--- config.mk ---
export PLATFORM = sky130hd
export DESIGN_NAME = ic_refill_master
export DESIGN_NICKNAME = d
export VERILOG_FILES = /design/src/hw/ic_mem_pkg.sv /design/src/hw/ic_refill_master.sv
export VERILOG_INCLUDE_DIRS = /design/src /design/src/hw
export SDC_FILE = /design/constraint.sdc
export NUM_CORES = 1
export LEC_CHECK = 0
export ABC_AREA = 1
export BUFFER_PORTS_ARGS = -buffer_cell sky130_fd_sc_hd__buf_2
export CORE_MARGIN = 4
export CORE_UTILIZATION = 36
export CTS_BUF_LIST = sky130_fd_sc_hd__clkbuf_8 sky130_fd_sc_hd__clkbuf_16
export CTS_CLUSTER_SIZE = 8
export DETAILED_ROUTE_END_ITERATION = 6
export PLACE_DENSITY = 0.86
export SLEW_MARGIN = 10
export SYNTH_ARGS = -nofsm -noshare
export SYNTH_HDL_FRONTEND = slang
export SYNTH_SLANG_ARGS = --single-unit
--- constraint.sdc ---
create_clock -name clk -period 2.67 [get_ports clk]
set_clock_uncertainty 0.2 [all_clocks]
set_input_delay 0.801 -clock clk [delete_from_list [all_inputs] [get_ports clk]]
set_output_delay 0.801 -clock clk [all_outputs]
set_load 0.05 [all_outputs]
--- src/hw/ic_defs.svh ---
`ifndef IC_DEFS_SVH
`define IC_DEFS_SVH

// cache geometry
`define IC_WAYS     4
`define IC_WAY_W    2
`define IC_INDEX_W  4        // 16 sets
`define IC_OFFSET_W 5        // byte offset inside a line
`define IC_TAG_W    20       // tag is the frame number

// bus widths
`define IC_ADDR_W   32
`define IC_DATA_W   32
`define IC_LEN_W    4

// line layout
`define IC_BEATS    8        // words per line
`define IC_WORD_W   3
`define IC_BURST_LEN 4'd7    // arlen of a full line refill

// gaps in the two views of a maintenance address
`define IC_LINE_PAD_W (`IC_ADDR_W - `IC_TAG_W - `IC_INDEX_W - `IC_OFFSET_W)
`define IC_SEL_PAD_W  (`IC_ADDR_W - `IC_WAY_W - `IC_INDEX_W - `IC_OFFSET_W)

`endif

--- src/hw/ic_mem_pkg.sv ---
`include "ic_defs.svh"

package ic_mem_pkg;

    // one burst read asked for by the lookup
    typedef struct packed {
        logic [`IC_ADDR_W-1:0] addr;
        logic [`IC_LEN_W-1:0]  len;        // beats minus one
    } refill_req_t;

    // one accepted read data beat, numbered inside the burst
    typedef struct packed {
        logic                  valid;
        logic [`IC_WORD_W-1:0] idx;
        logic [`IC_DATA_W-1:0] data;
        logic                  last;
    } refill_beat_t;

endpackage

--- src/hw/ic_refill_master.sv ---
`timescale 1ns/1ps
`include "ic_defs.svh"

module ic_refill_master (
    input  logic                     clk,
    input  logic                     rst,
    input  logic                     refill_go,
    input  ic_mem_pkg::refill_req_t  refill_req,
    output ic_mem_pkg::refill_beat_t refill_beat,
    output logic [`IC_ADDR_W-1:0]    araddr,
    output logic [`IC_LEN_W-1:0]     arlen,
    output logic                     arvalid,
    input  logic                     arready,
    input  logic [`IC_DATA_W-1:0]    rdata,
    input  logic                     rlast,
    input  logic                     rvalid,
    output logic                     rready
);

    typedef enum logic [1:0] {
        S_IDLE,
        S_ADDR,
        S_DATA
    } state_e;

    state_e                state;
    logic [`IC_WORD_W-1:0] cnt;                  // word number in the burst
    logic [`IC_ADDR_W-1:0] addr_q;
    logic [`IC_LEN_W-1:0]  len_q;
    logic                  beat_take;

    assign arvalid   = (state == S_ADDR);
    assign rready    = (state == S_DATA);
    assign araddr    = addr_q;
    assign arlen     = len_q;
    assign beat_take = rvalid & rready;

    always_ff @(posedge clk) begin
        if (rst) begin
            state <= S_IDLE;
        end else begin
            case (state)
                S_IDLE: if (refill_go) state <= S_ADDR;
                S_ADDR: if (arready) state <= S_DATA;
                S_DATA: if (beat_take && rlast) state <= S_IDLE;
                default: state <= S_IDLE;
            endcase
        end
    end

    always_ff @(posedge clk) begin
        if (rst) begin
            cnt <= '0;
        end else if (state == S_IDLE) begin
            cnt <= '0;
        end else if (beat_take) begin
            cnt <= cnt + 1'b1;
        end
    end

    // address held until the channel takes it
    always_ff @(posedge clk) begin
        if (state == S_IDLE && refill_go) begin
            addr_q <= refill_req.addr;
            len_q  <= refill_req.len;
        end
    end

    assign refill_beat.valid = beat_take;
    assign refill_beat.idx   = cnt;
    assign refill_beat.data  = rdata;
    assign refill_beat.last  = beat_take & rlast;

    a_ar_hold: assert property (@(posedge clk) disable iff (rst)
        arvalid && !arready |=> arvalid && $stable(araddr))
        else $error("read address dropped before acceptance");

endmodule

==> key figures <==
Detailed routing
  – Routed met3 length: 655 um
  – DR vias: 953
  – Post-route ant nets: 0
  – Initial drt markers: 60
  – Router iterations before antenna repair: 4
  – DR vias/cell: 4.352
  – WL met1: 1160 um
  – Highest metal used: met4
  – Routed len/inst: 15.69 um
  – DRC violations left: 0
  – WL met2: 1487 um
  – Final WL: 3436 um

STA
  – Slew Viols, Final: 0
  – Fin. Hold Viols: 0
  – Fmax achieved: 0.4121 GHz
  – Final worst path period need: 2.427 ns
  – RSZ-0062 raised after global routing: no
  – Slew margin rel.: 71.29%
  – Setup TNS: 0 ns
  – Setup Viol. Count Final: 0
  – Slew of the pin with the lowest slew margin: 0.4306 ns
  – Fin worst setup slack: 0.2432 ns
  – Final Cycle Share: 90.89%

Yosys
  – Cells after Synth: 109
  – Synth top area share: 68.30%
  – Synth Area in XOR/XNOR: 0%
  – Syn_nets: 184
  – Mux contribution to synthesized area: 0%
  – Synth Area per Inst: 14.52 sq um
  – Synth Area in Adders: 0.7905%
  – Largest cells by area after synthesis: edfxtp_1 (68%), buf_4 (16%), dfxtp_1 (6.3%), nand2_1 (3.1%), inv_1 (2.1%)
  – Post-Synth Simple-Gate Area: 4.901%
  – Post-synthesis sequential area ratio: 74.62%
  – Largest family of logic cells by synthesized area: buffers and inverters
  – Synth Warn #: 0
  – Synth cell types: 12
  – Register bit total from synthesis: 41
  – Synthesized area: 1583 sq um
  – Synth Area in Compound Gates: 1.897%
  – Synth area leader: edfxtp_1

Power and ir drop
  – Power per cell area: 759.8 nW/um^2
  – Proportion of power drawn by combinational gates: 16.4%
  – Switching share of power: 26.97%
  – Part of the power in registers: 51.5%
  – Cell leakage power: 0.8614 nW
  – NetSw: 0.0003967 W
  – Fraction of power consumed by the clock network: 32.1%
  – Worst IR drop on VDD: 0.0002241 V
  – Pint: 0.001074 W

Global routing
  – Largest net degree at the start of global routing: 37
  – Vias in the first global route: 922
  – Global-route wire length before repair: 4712 um
  – Gr usage total: 11.95%
  – Initial antenna violation count: 0
  – Global route total overflow: 0

Outcome
  – Status: finished, final reports clean

Hold path
  – Worst Hold Depth: 2
  – Worst Min Path Start: cnt[1]$_SDFFE_PP0P_
  – Worst Hold Class: reg2reg

CTS
  – Root Buffer: clkbuf_8
  – Latest clock arrival within the worst-skew pair: 0.28 ns
  – CTS Sinks: 41
  – CTS tree: built
  – CTS buffer count: 5
  – Hold bufs inserted after CTS: 0
  – CTS clk-pin slew, worst paths: 0.08 ns
  – CTS H-tree lvls: 2
  – Clk buf depth: 2
  – Post-CTS sizing: 0
  – Setup bufs post-CTS: 0

Floorplanning
  – DIE WIDTH: 74.31 um
  – Die Y: 74.31 um
  – Starting density of the core: 38.46%
  – Placement Rows: 23
  – Die area: 5521 sq um
  – # IOs: 149
  – Core box area: 4115 sq um

Setup path
  – Buf/Inv on CP: 2
  – Worst setup SP type: input port
  – Slowest CP cell: buf_2
  – Type of the worst setup path: in2out
  – CP max FO: 4
  – Req. time, crit path: 1.67 ns
  – Top delay family on crit path: buffers and inverters
  – CP arrival: 1.43 ns
  – Crit. Startpoint: rvalid
  – Crit-path cells: buf_2 -> nand3_1 -> nor2_1 -> buf_2
  – FF-to-FF Start: state[1]$_SDFFE_PP0P_
  – Worst Reg-to-Reg Cells: 4
  – Most frequent CP cell: buf_2
  – Critical Path Stages: 4
  – Max stage delay on crit path: 0.28 ns
  – Worst Setup End Kind: primary output

Run
  – Max Cap Violations: 0

Cells and area
  – N_diodes: 0
  – Layout filler cell count: 376
  – Final nets: 243
  – Area delta synth->final: 22.29%
  – Layout cell share with drive strength beyond 1: 55.03%

Placement
  – HPWL Detailed: 2780 um
  – Pre-CTS setup slack: 0.2546 ns
  – Final GP Congestion: 0.7423
  – Number of port buffers: 84
## cells by family after synthesis
kind of cell,after synthesis
AO/OA/AOI/OAI,6
adder cells (fa/ha/maj),1
buffers and inverters,42
flip-flops,41
AND/OR/NAND/NOR,19
## cell usage after synthesis
| cell | number |
|---|---|
| buf_4 | 33 |
| nand2_1 | 13 |
| nor2_1 | 3 |
| nand3_1 | 1 |
| or2_1 | 1 |
| a21oi_1 | 5 |
| o21ai_0 | 1 |
| nor2_2 | 1 |
| dfxtp_1 | 5 |
| inv_1 | 9 |
| edfxtp_1 | 36 |
| ha_1 | 1 |
## final timing paths
| path | end | slack (ns) |
|---|---|---|
| worst max register to register | araddr[25]$_DFFE_PP_ | 1.13 |
| worst min register to register | cnt[1]$_SDFFE_PP0P_ | 0.30 |
| worst max-delay path | refill_beat[0] | 0.24 |
| worst min-delay path | cnt[1]$_SDFFE_PP0P_ | 0.30 |
## state kept, by name (all words and copies together), names as in the netlist
| name | count |
|---|---|
| araddr | 32 |
| arlen | 4 |
| cnt | 3 |
| state | 2 |
## metrics by stage
step / total power [W] / utilization, % / instance area [sq um] / hold slack [ns] / cells
finish: 0.001471 / 47.04 / 1936 / 0.2960 / 219
global route: 0.001543 / 47.04 / 1936 / 0.3223 / 219
CTS: 0.001497 / 47.04 / 1936 / 0.2972 / 219
detailed placement: 0.001016 / 44.36 / 1826 / 0.2846 / 211
global placement: 0.001008 / 44.36 / 1826 / 0.2884 / 211
floorplan: 0.001069 / - / 1583 / 0.3076 / 109
## power by group through the flow
| stage | Clock [W] | Sequential (W) | Combinational [W] |
|---|---|---|---|
| 2_1_floorplan | 0 | 0.000907 | 0.000162 |
| 3_3_place_gp | 0 | 0.000769 | 0.000239 |
| 3_5_place_dp | 0 | 0.000772 | 0.000244 |
| 4_1_cts | 0.000495 | 0.000758 | 0.000244 |
| 5_1_grt | 0.000528 | 0.000761 | 0.000254 |
| 6_report | 0.000472 | 0.000757 | 0.000241 |
## metal layers
metal | track usage, % | vias to the layer above
met4 | 8.300 | 0
li1 | - | 450
met3 | 7.162 | 30
met2 | 18.80 | 81
met5 | 0 | -
met1 | 11.69 | 392
## worst reg2reg max path, cell delays in order, from the launching register on
cell     delay (ns)
dfxtp_1        0.34
nor2_1         0.13
nand2_1        0.08
inv_1          0.05
buf_4          0.37
## area by class of cell
class	instances	area [sq um]	area share [%]
Multi-Input combinational cell	26	120.1	6.206
Timing Repair Buffer	85	427.9	22.11
Inverter	9	33.78	1.745
Clock buffer	5	68.82	3.555
Sequential cell	41	1181	61.02
Tap cell	50	62.56	3.232
Clock inverter	3	41.29	2.133
## layout by cell type, fill, tap and decap left out
cell	synthesis	routed
buf_2	0	84
edfxtp_1	36	36
nand2_1	13	13
inv_1	9	9
a21oi_1	5	5
clkbuf_8	0	5
dfxtp_1	5	5
nor2_1	3	3
nor2_2	1	1
nand3_1	1	1
or2_1	1	1
o21ai_0	1	1
ha_1	1	1
bufinv_16	0	1
clkinvlp_4	0	1
clkinv_1	0	1
buf_4	33	1
Power figures use the tool's default switching activity.
