## config.mk

```make
export PLATFORM = sky130hd
export DESIGN_NAME = ic_fetch_front
export DESIGN_NICKNAME = d
export VERILOG_FILES = /design/src/hw/ic_cpu_pkg.sv /design/src/hw/ic_fetch_front.sv
export VERILOG_INCLUDE_DIRS = /design/src /design/src/hw
export SDC_FILE = /design/constraint.sdc
export NUM_CORES = 1
export LEC_CHECK = 0
export BUFFER_PORTS_ARGS = -buffer_cell sky130_fd_sc_hd__buf_2
export CAP_MARGIN = 20
export CELL_PAD_IN_SITES_DETAIL_PLACEMENT = 0
export CELL_PAD_IN_SITES_GLOBAL_PLACEMENT = 1
export CORE_UTILIZATION = 32
export DETAILED_ROUTE_END_ITERATION = 10
export PLACE_DENSITY = 0.89
export SETUP_SLACK_MARGIN = 0.02
export SYNTH_ARGS = -nofsm -noshare
export SYNTH_HDL_FRONTEND = slang
export SYNTH_SLANG_ARGS = --single-unit
```

## constraint.sdc

```tcl
create_clock -name clk -period 2.61 [get_ports clk]
set_clock_uncertainty 0.1 [all_clocks]
set_input_delay 0.1305 -clock clk [delete_from_list [all_inputs] [get_ports clk]]
set_output_delay 0.1305 -clock clk [all_outputs]
set_load 0.05 [all_outputs]
```

## src/hw/ic_defs.svh

```systemverilog
`ifndef IC_DEFS_SVH
`define IC_DEFS_SVH

// cache geometry
`define IC_WAYS     4
`define IC_WAY_W    2
`define IC_INDEX_W  4        // 16 sets
`define IC_OFFSET_W 5        // byte offset inside a line
`define IC_TAG_W    20       // tag is the frame number

// bus widths
`define IC_ADDR_W   32
`define IC_DATA_W   32
`define IC_LEN_W    4

// line layout
`define IC_BEATS    8        // words per line
`define IC_WORD_W   3
`define IC_BURST_LEN 4'd7    // arlen of a full line refill

// gaps in the two views of a maintenance address
`define IC_LINE_PAD_W (`IC_ADDR_W - `IC_TAG_W - `IC_INDEX_W - `IC_OFFSET_W)
`define IC_SEL_PAD_W  (`IC_ADDR_W - `IC_WAY_W - `IC_INDEX_W - `IC_OFFSET_W)

`endif

```

## src/hw/ic_cpu_pkg.sv

```systemverilog
`include "ic_defs.svh"

package ic_cpu_pkg;

    typedef struct packed {
        logic [`IC_ADDR_W-1:0] vaddr;
        logic [`IC_TAG_W-1:0]  pfn;
        logic                  no_cache;   // bypass, single beat read
    } fetch_req_t;

    typedef struct packed {
        logic                  valid;      // one-cycle pulse
        logic [`IC_DATA_W-1:0] data;
    } fetch_rsp_t;

    typedef enum logic [1:0] {
        MAINT_NONE      = 2'd0,
        MAINT_INDEX_INV = 2'd1,
        MAINT_HIT_INV   = 2'd2
    } maint_kind_e;

    // address as seen by a hit invalidate
    typedef struct packed {
        logic [`IC_TAG_W-1:0]      tag;
        logic [`IC_LINE_PAD_W-1:0] pad;
        logic [`IC_INDEX_W-1:0]    index;
        logic [`IC_OFFSET_W-1:0]   offset;
    } maint_line_t;

    // address as seen by an index invalidate, way sits just above index
    typedef struct packed {
        logic [`IC_SEL_PAD_W-1:0] unused;
        logic [`IC_WAY_W-1:0]     way;
        logic [`IC_INDEX_W-1:0]   index;
        logic [`IC_OFFSET_W-1:0]  offset;
    } maint_sel_t;

    typedef union packed {
        maint_line_t line_view;
        maint_sel_t  index_view;
    } maint_addr_u;

    typedef struct packed {
        maint_kind_e kind;
        maint_addr_u addr;
    } maint_op_t;

endpackage

```

## src/hw/ic_fetch_front.sv

```systemverilog
`timescale 1ns/1ps

module ic_fetch_front (
    input  logic                   clk,
    input  logic                   rst,
    input  logic                   fetch_valid,
    input  ic_cpu_pkg::fetch_req_t fetch_req,
    output logic                   fetch_ready,
    input  logic                   maint_valid,
    input  ic_cpu_pkg::maint_op_t  maint_op,
    output logic                   maint_ready,
    input  logic                   done,
    output logic                   cur_valid,
    output ic_cpu_pkg::fetch_req_t cur_req,
    output ic_cpu_pkg::maint_op_t  cur_maint
);

    logic busy;
    logic take_fetch;
    logic take_maint;

    assign maint_ready = ~busy;
    assign fetch_ready = ~busy & ~maint_valid;   // maintenance goes first

    // an op of kind none is accepted and dropped
    assign take_maint = maint_valid & maint_ready & (maint_op.kind != ic_cpu_pkg::MAINT_NONE);
    assign take_fetch = fetch_valid & fetch_ready;

    assign cur_valid = busy;

    always_ff @(posedge clk) begin
        if (rst) begin
            busy <= 1'b0;
        end else if (take_maint || take_fetch) begin
            busy <= 1'b1;
        end else if (done) begin
            busy <= 1'b0;                        // lookup finished
        end
    end

    // held request
    always_ff @(posedge clk) begin
        if (take_fetch) begin
            cur_req <= fetch_req;
        end
        if (take_maint) begin
            cur_maint <= maint_op;
        end else if (take_fetch) begin
            cur_maint.kind <= ic_cpu_pkg::MAINT_NONE;   // marks a plain fetch
        end
    end

    a_done_busy: assert property (@(posedge clk) disable iff (rst) done |-> busy)
        else $error("done while front idle");

endmodule

```

==> insert_results.sql <==
INSERT INTO impl_metrics (metric_group, metric, value, unit) VALUES
('final_layout', 'final_core_utilization', '59.1', '%'),
('synth', 'synth_fp_nets', '191', ''),
('synth', 'syn_area_per_cell', '27.4', 'µm²'),
('floorplanning', 'dieWidth', '94.1', 'µm'),
('timing', 'layout_min_cycle_time', '1620', 'ps'),
('job', 'drv.max_cap_violation_count', '0', ''),
('synth', 'synthCells', '99', ''),
('cts', 'cts_buffers', '9', ''),
('cts', 'post_cts.repair.setup_buffers', '0', ''),
('worst_setup_path', 'worst_ep_arrival_time', '1500', 'ps'),
('global_routing', 'global_route.usage.total', '15.6', '%'),
('cts', 'post_cts_hold_buffer_count', '87', ''),
('hold_path', 'worstHoldPathType', 'in2reg', ''),
('power', 'peakVddDrop', '0.346', 'mV'),
('floorplanning', 'boundaryPins', '182', ''),
('worst_setup_path', 'timing.critical_path.required', '2490', 'ps'),
('timing', 'drv_slew', '0', ''),
('power', 'power_per_cell_area', '668', 'nW/µm²'),
('cts', 'root_buffer', 'sky130_fd_sc_hd__clkbuf_8', ''),
('synth', 'ys_ff_latch', '88', ''),
('cts', 'clock_insertion_delay_worst_skew', '340', 'ps'),
('global_routing', 'number_of_global_route_vias_before_repair', '2050', ''),
('detailed_routing', 'vias', '2020', ''),
('timing', 'setup_repair_after_global_routing_missed_its_margin', 'no', ''),
('worst_setup_path', 'cp-start-kind', 'flop', ''),
('floorplanning', 'floorplan.rows', '33', ''),
('timing', 'setup_tns', '0', 'ps'),
('detailed_routing', 'final_antenna_net_count', '0', ''),
('power', 'leakage', '2.06', 'nW'),
('detailed_routing', 'drt_first_iter_violations', '63', ''),
('cts', 'cts_tree', 'built', ''),
('power', 'post-layout-total-power', '0.00324', 'W'),
('timing', 'timing_worst_slew_pin_value', '691', 'ps'),
('place', 'placedCellCount', '386', ''),
('synth', 'synth.yosys.seq_area_share', '97.0', '%'),
('floorplanning', 'dieHeight', '94.1', 'µm'),
('timing', 'final-hold-violation-count', '0', ''),
('place', 'placement.io_buffers', '181', ''),
('global_routing', 'grt_max_degree', '54', ''),
('timing', 'fin_crit_sh', '62.2', '%'),
('timing', 'timing.fmax', '616', 'MHz'),
('final_layout', 'area_growth_syn_to_layout', '78.8', '%'),
('worst_setup_path', 'critPathCaptureType', 'flop', ''),
('cts', 'htree_num_levels', '3', ''),
('timing', 'setup-violations-final', '0', ''),
('cts', 'clkSlewWorstSetupHoldPaths', '90', 'ps'),
('global_routing', 'initial_antenna_violation_count', '2', ''),
('floorplanning', 'dieArea', '8860', 'µm²'),
('synth', 'unique_cell_type_count_in_the_yosys_netlist', '11', ''),
('synth', 'synth_cell_area', '2720', 'µm²'),
('synth', 'yosys_warnings', '0', ''),
('floorplanning', 'core-area', '8220', 'µm²'),
('run_status', 'run_status', 'finished, final reports clean', ''),
('place', 'preCtsSetupSlack', '1000', 'ps'),
('place', 'gp_congestion', '0.728', ''),
('detailed_routing', 'avgViaCountPerCell', '4.11', ''),
('detailed_routing', 'drt-pass1-iter-count', '4', ''),
('cts', 'cts-resized-gates', '0', ''),
('final_layout', 'layoutNonFillerInstCount', '491', ''),
('cts', 'cts.sinks', '88', ''),
('worst_setup_path', 'crit_fanout', '53', ''),
('floorplanning', 'floorplan.initialDensity', '33.0', '%'),
('place', 'detailedPlacementHpwl', '4240', 'µm'),
('worst_setup_path', 'path_class', 'reg2reg', ''),
('final_layout', 'drive_gt1_share', '52.1', '%'),
('detailed_routing', 'detail_route.wirelength', '7060', 'µm'),
('cts', 'clockBufferDepth', '2', ''),
('detailed_routing', 'remaining_drc_errors', '0', ''),
('final_layout', 'nNetsFinal', '471', ''),
('global_routing', 'grt_first_pass_wirelength', '9800', 'µm'),
('timing', 'finalWorstSetupSlack', '986', 'ps'),
('global_routing', 'global_route.overflow_total', '0', ''),
('timing', 'slew_headroom', '53.9', '%'),
('detailed_routing', 'drt-wirelength-per-cell', '14.4', 'µm');
-- through the flow --
stage	hold slack (ps)	instance area (µm²)
5_1_grt	40.2	4860
4_1_cts	24.6	4850
2_1_floorplan	129	2720
6_report	52.5	4860
3_3_place_gp	207	3760
3_5_place_dp	209	3760
-- power breakdown --
part           switching (W)  internal, W
Sequential         0.0000207      0.00165
Combinational       0.000368     0.000190
Clock               0.000475     0.000545
Total               0.000863      0.00238
-- worst paths after layout --
path / startpoint / to / slack [ps] / cells past startpoint
max: cur_valid$_SDFFE_PP0P_ / cur_req[38]$_DFFE_PP_ / 990 / 2
min: maint_op[32] / cur_maint[32]$_SDFFCE_PN0P_ / 50 / 2
max reg2reg: cur_valid$_SDFFE_PP0P_ / cur_req[38]$_DFFE_PP_ / 990 / 2
min reg2reg: cur_valid$_SDFFE_PP0P_ / cur_maint[33]$_SDFFCE_PN0P_ / 610 / 1
-- final cells by class --
type                            count  area [µm²]
Fill cell                         610        3360
Clock buffer                       10         128
Clock inverter                      6        90.1
Sequential cell                    88        2630
Multi-Input combinational cell     10        81.3
Inverter                            1        3.75
Tap cell                          105         131
Timing Repair Buffer              269        1780
Antenna cell                        2        5.00
-- flip-flops by register name, summed over array words and instances, names as in the netlist --
signal,count
cur_req,53
cur_maint,34
cur_valid,1
-- Yosys cell counts (all sizes together) --
cell type,number,share of area (%)
o211a,1,0.37
inv,1,0.14
edfxtp,87,96
and3,2,0.46
and2,1,0.23
o41ai,1,0.60
or3b,1,0.32
nor3,1,0.18
dfxtp,1,0.74
nor2,2,0.28
nor3b,1,0.46
-- cell usage in the layout (no fill, tap or decap) --
master                          instances
sky130_fd_sc_hd__buf_2                181
sky130_fd_sc_hd__edfxtp_1              87
sky130_fd_sc_hd__dlygate4sd3_1         87
sky130_fd_sc_hd__clkbuf_8               9
sky130_fd_sc_hd__diode_2                2
sky130_fd_sc_hd__nor2_1                 2
sky130_fd_sc_hd__and3_1                 2
sky130_fd_sc_hd__inv_6                  2
sky130_fd_sc_hd__bufinv_16              2
sky130_fd_sc_hd__nor3b_2                1
sky130_fd_sc_hd__nor3_1                 1
sky130_fd_sc_hd__inv_1                  1
sky130_fd_sc_hd__o211a_1                1
sky130_fd_sc_hd__and2_4                 1
sky130_fd_sc_hd__or3b_1                 1
sky130_fd_sc_hd__o41ai_2                1
sky130_fd_sc_hd__clkinv_2               1
sky130_fd_sc_hd__clkbuf_1               1
sky130_fd_sc_hd__clkinvlp_4             1
sky130_fd_sc_hd__dfxtp_1                1
sky130_fd_sc_hd__buf_4                  1
-- critical path, stage by stage (launching register included) --
cell                      delay, ps
sky130_fd_sc_hd__dfxtp_1        370
sky130_fd_sc_hd__nor2_1         150
sky130_fd_sc_hd__and2_4         600
-- cells by family (layout without fill, tap and decap cells) --
logic type	Yosys count	count (layout)	share of synthesized area (%)
AOI/OAI and AO/OA	2	2	0.968
buffers and inverters	1	286	0.138
DFF	88	88	97.0
other	0	2	0
and+or+nand+nor	8	8	1.94
-- per-layer routing --
metal / routed length (µm) / part of all wire, % / GRT usage (%) / vias up
li1: - / - / - / 966
met2: 3270 / 46 / 24.8 / 138
met3: 880 / 12 / 7.52 / 10
met1: 2790 / 39 / 17.3 / 906
met5: 0 / 0 / 0 / -
met4: 123 / 1.7 / 8.21 / 0
Power figures use the tool's default switching activity.
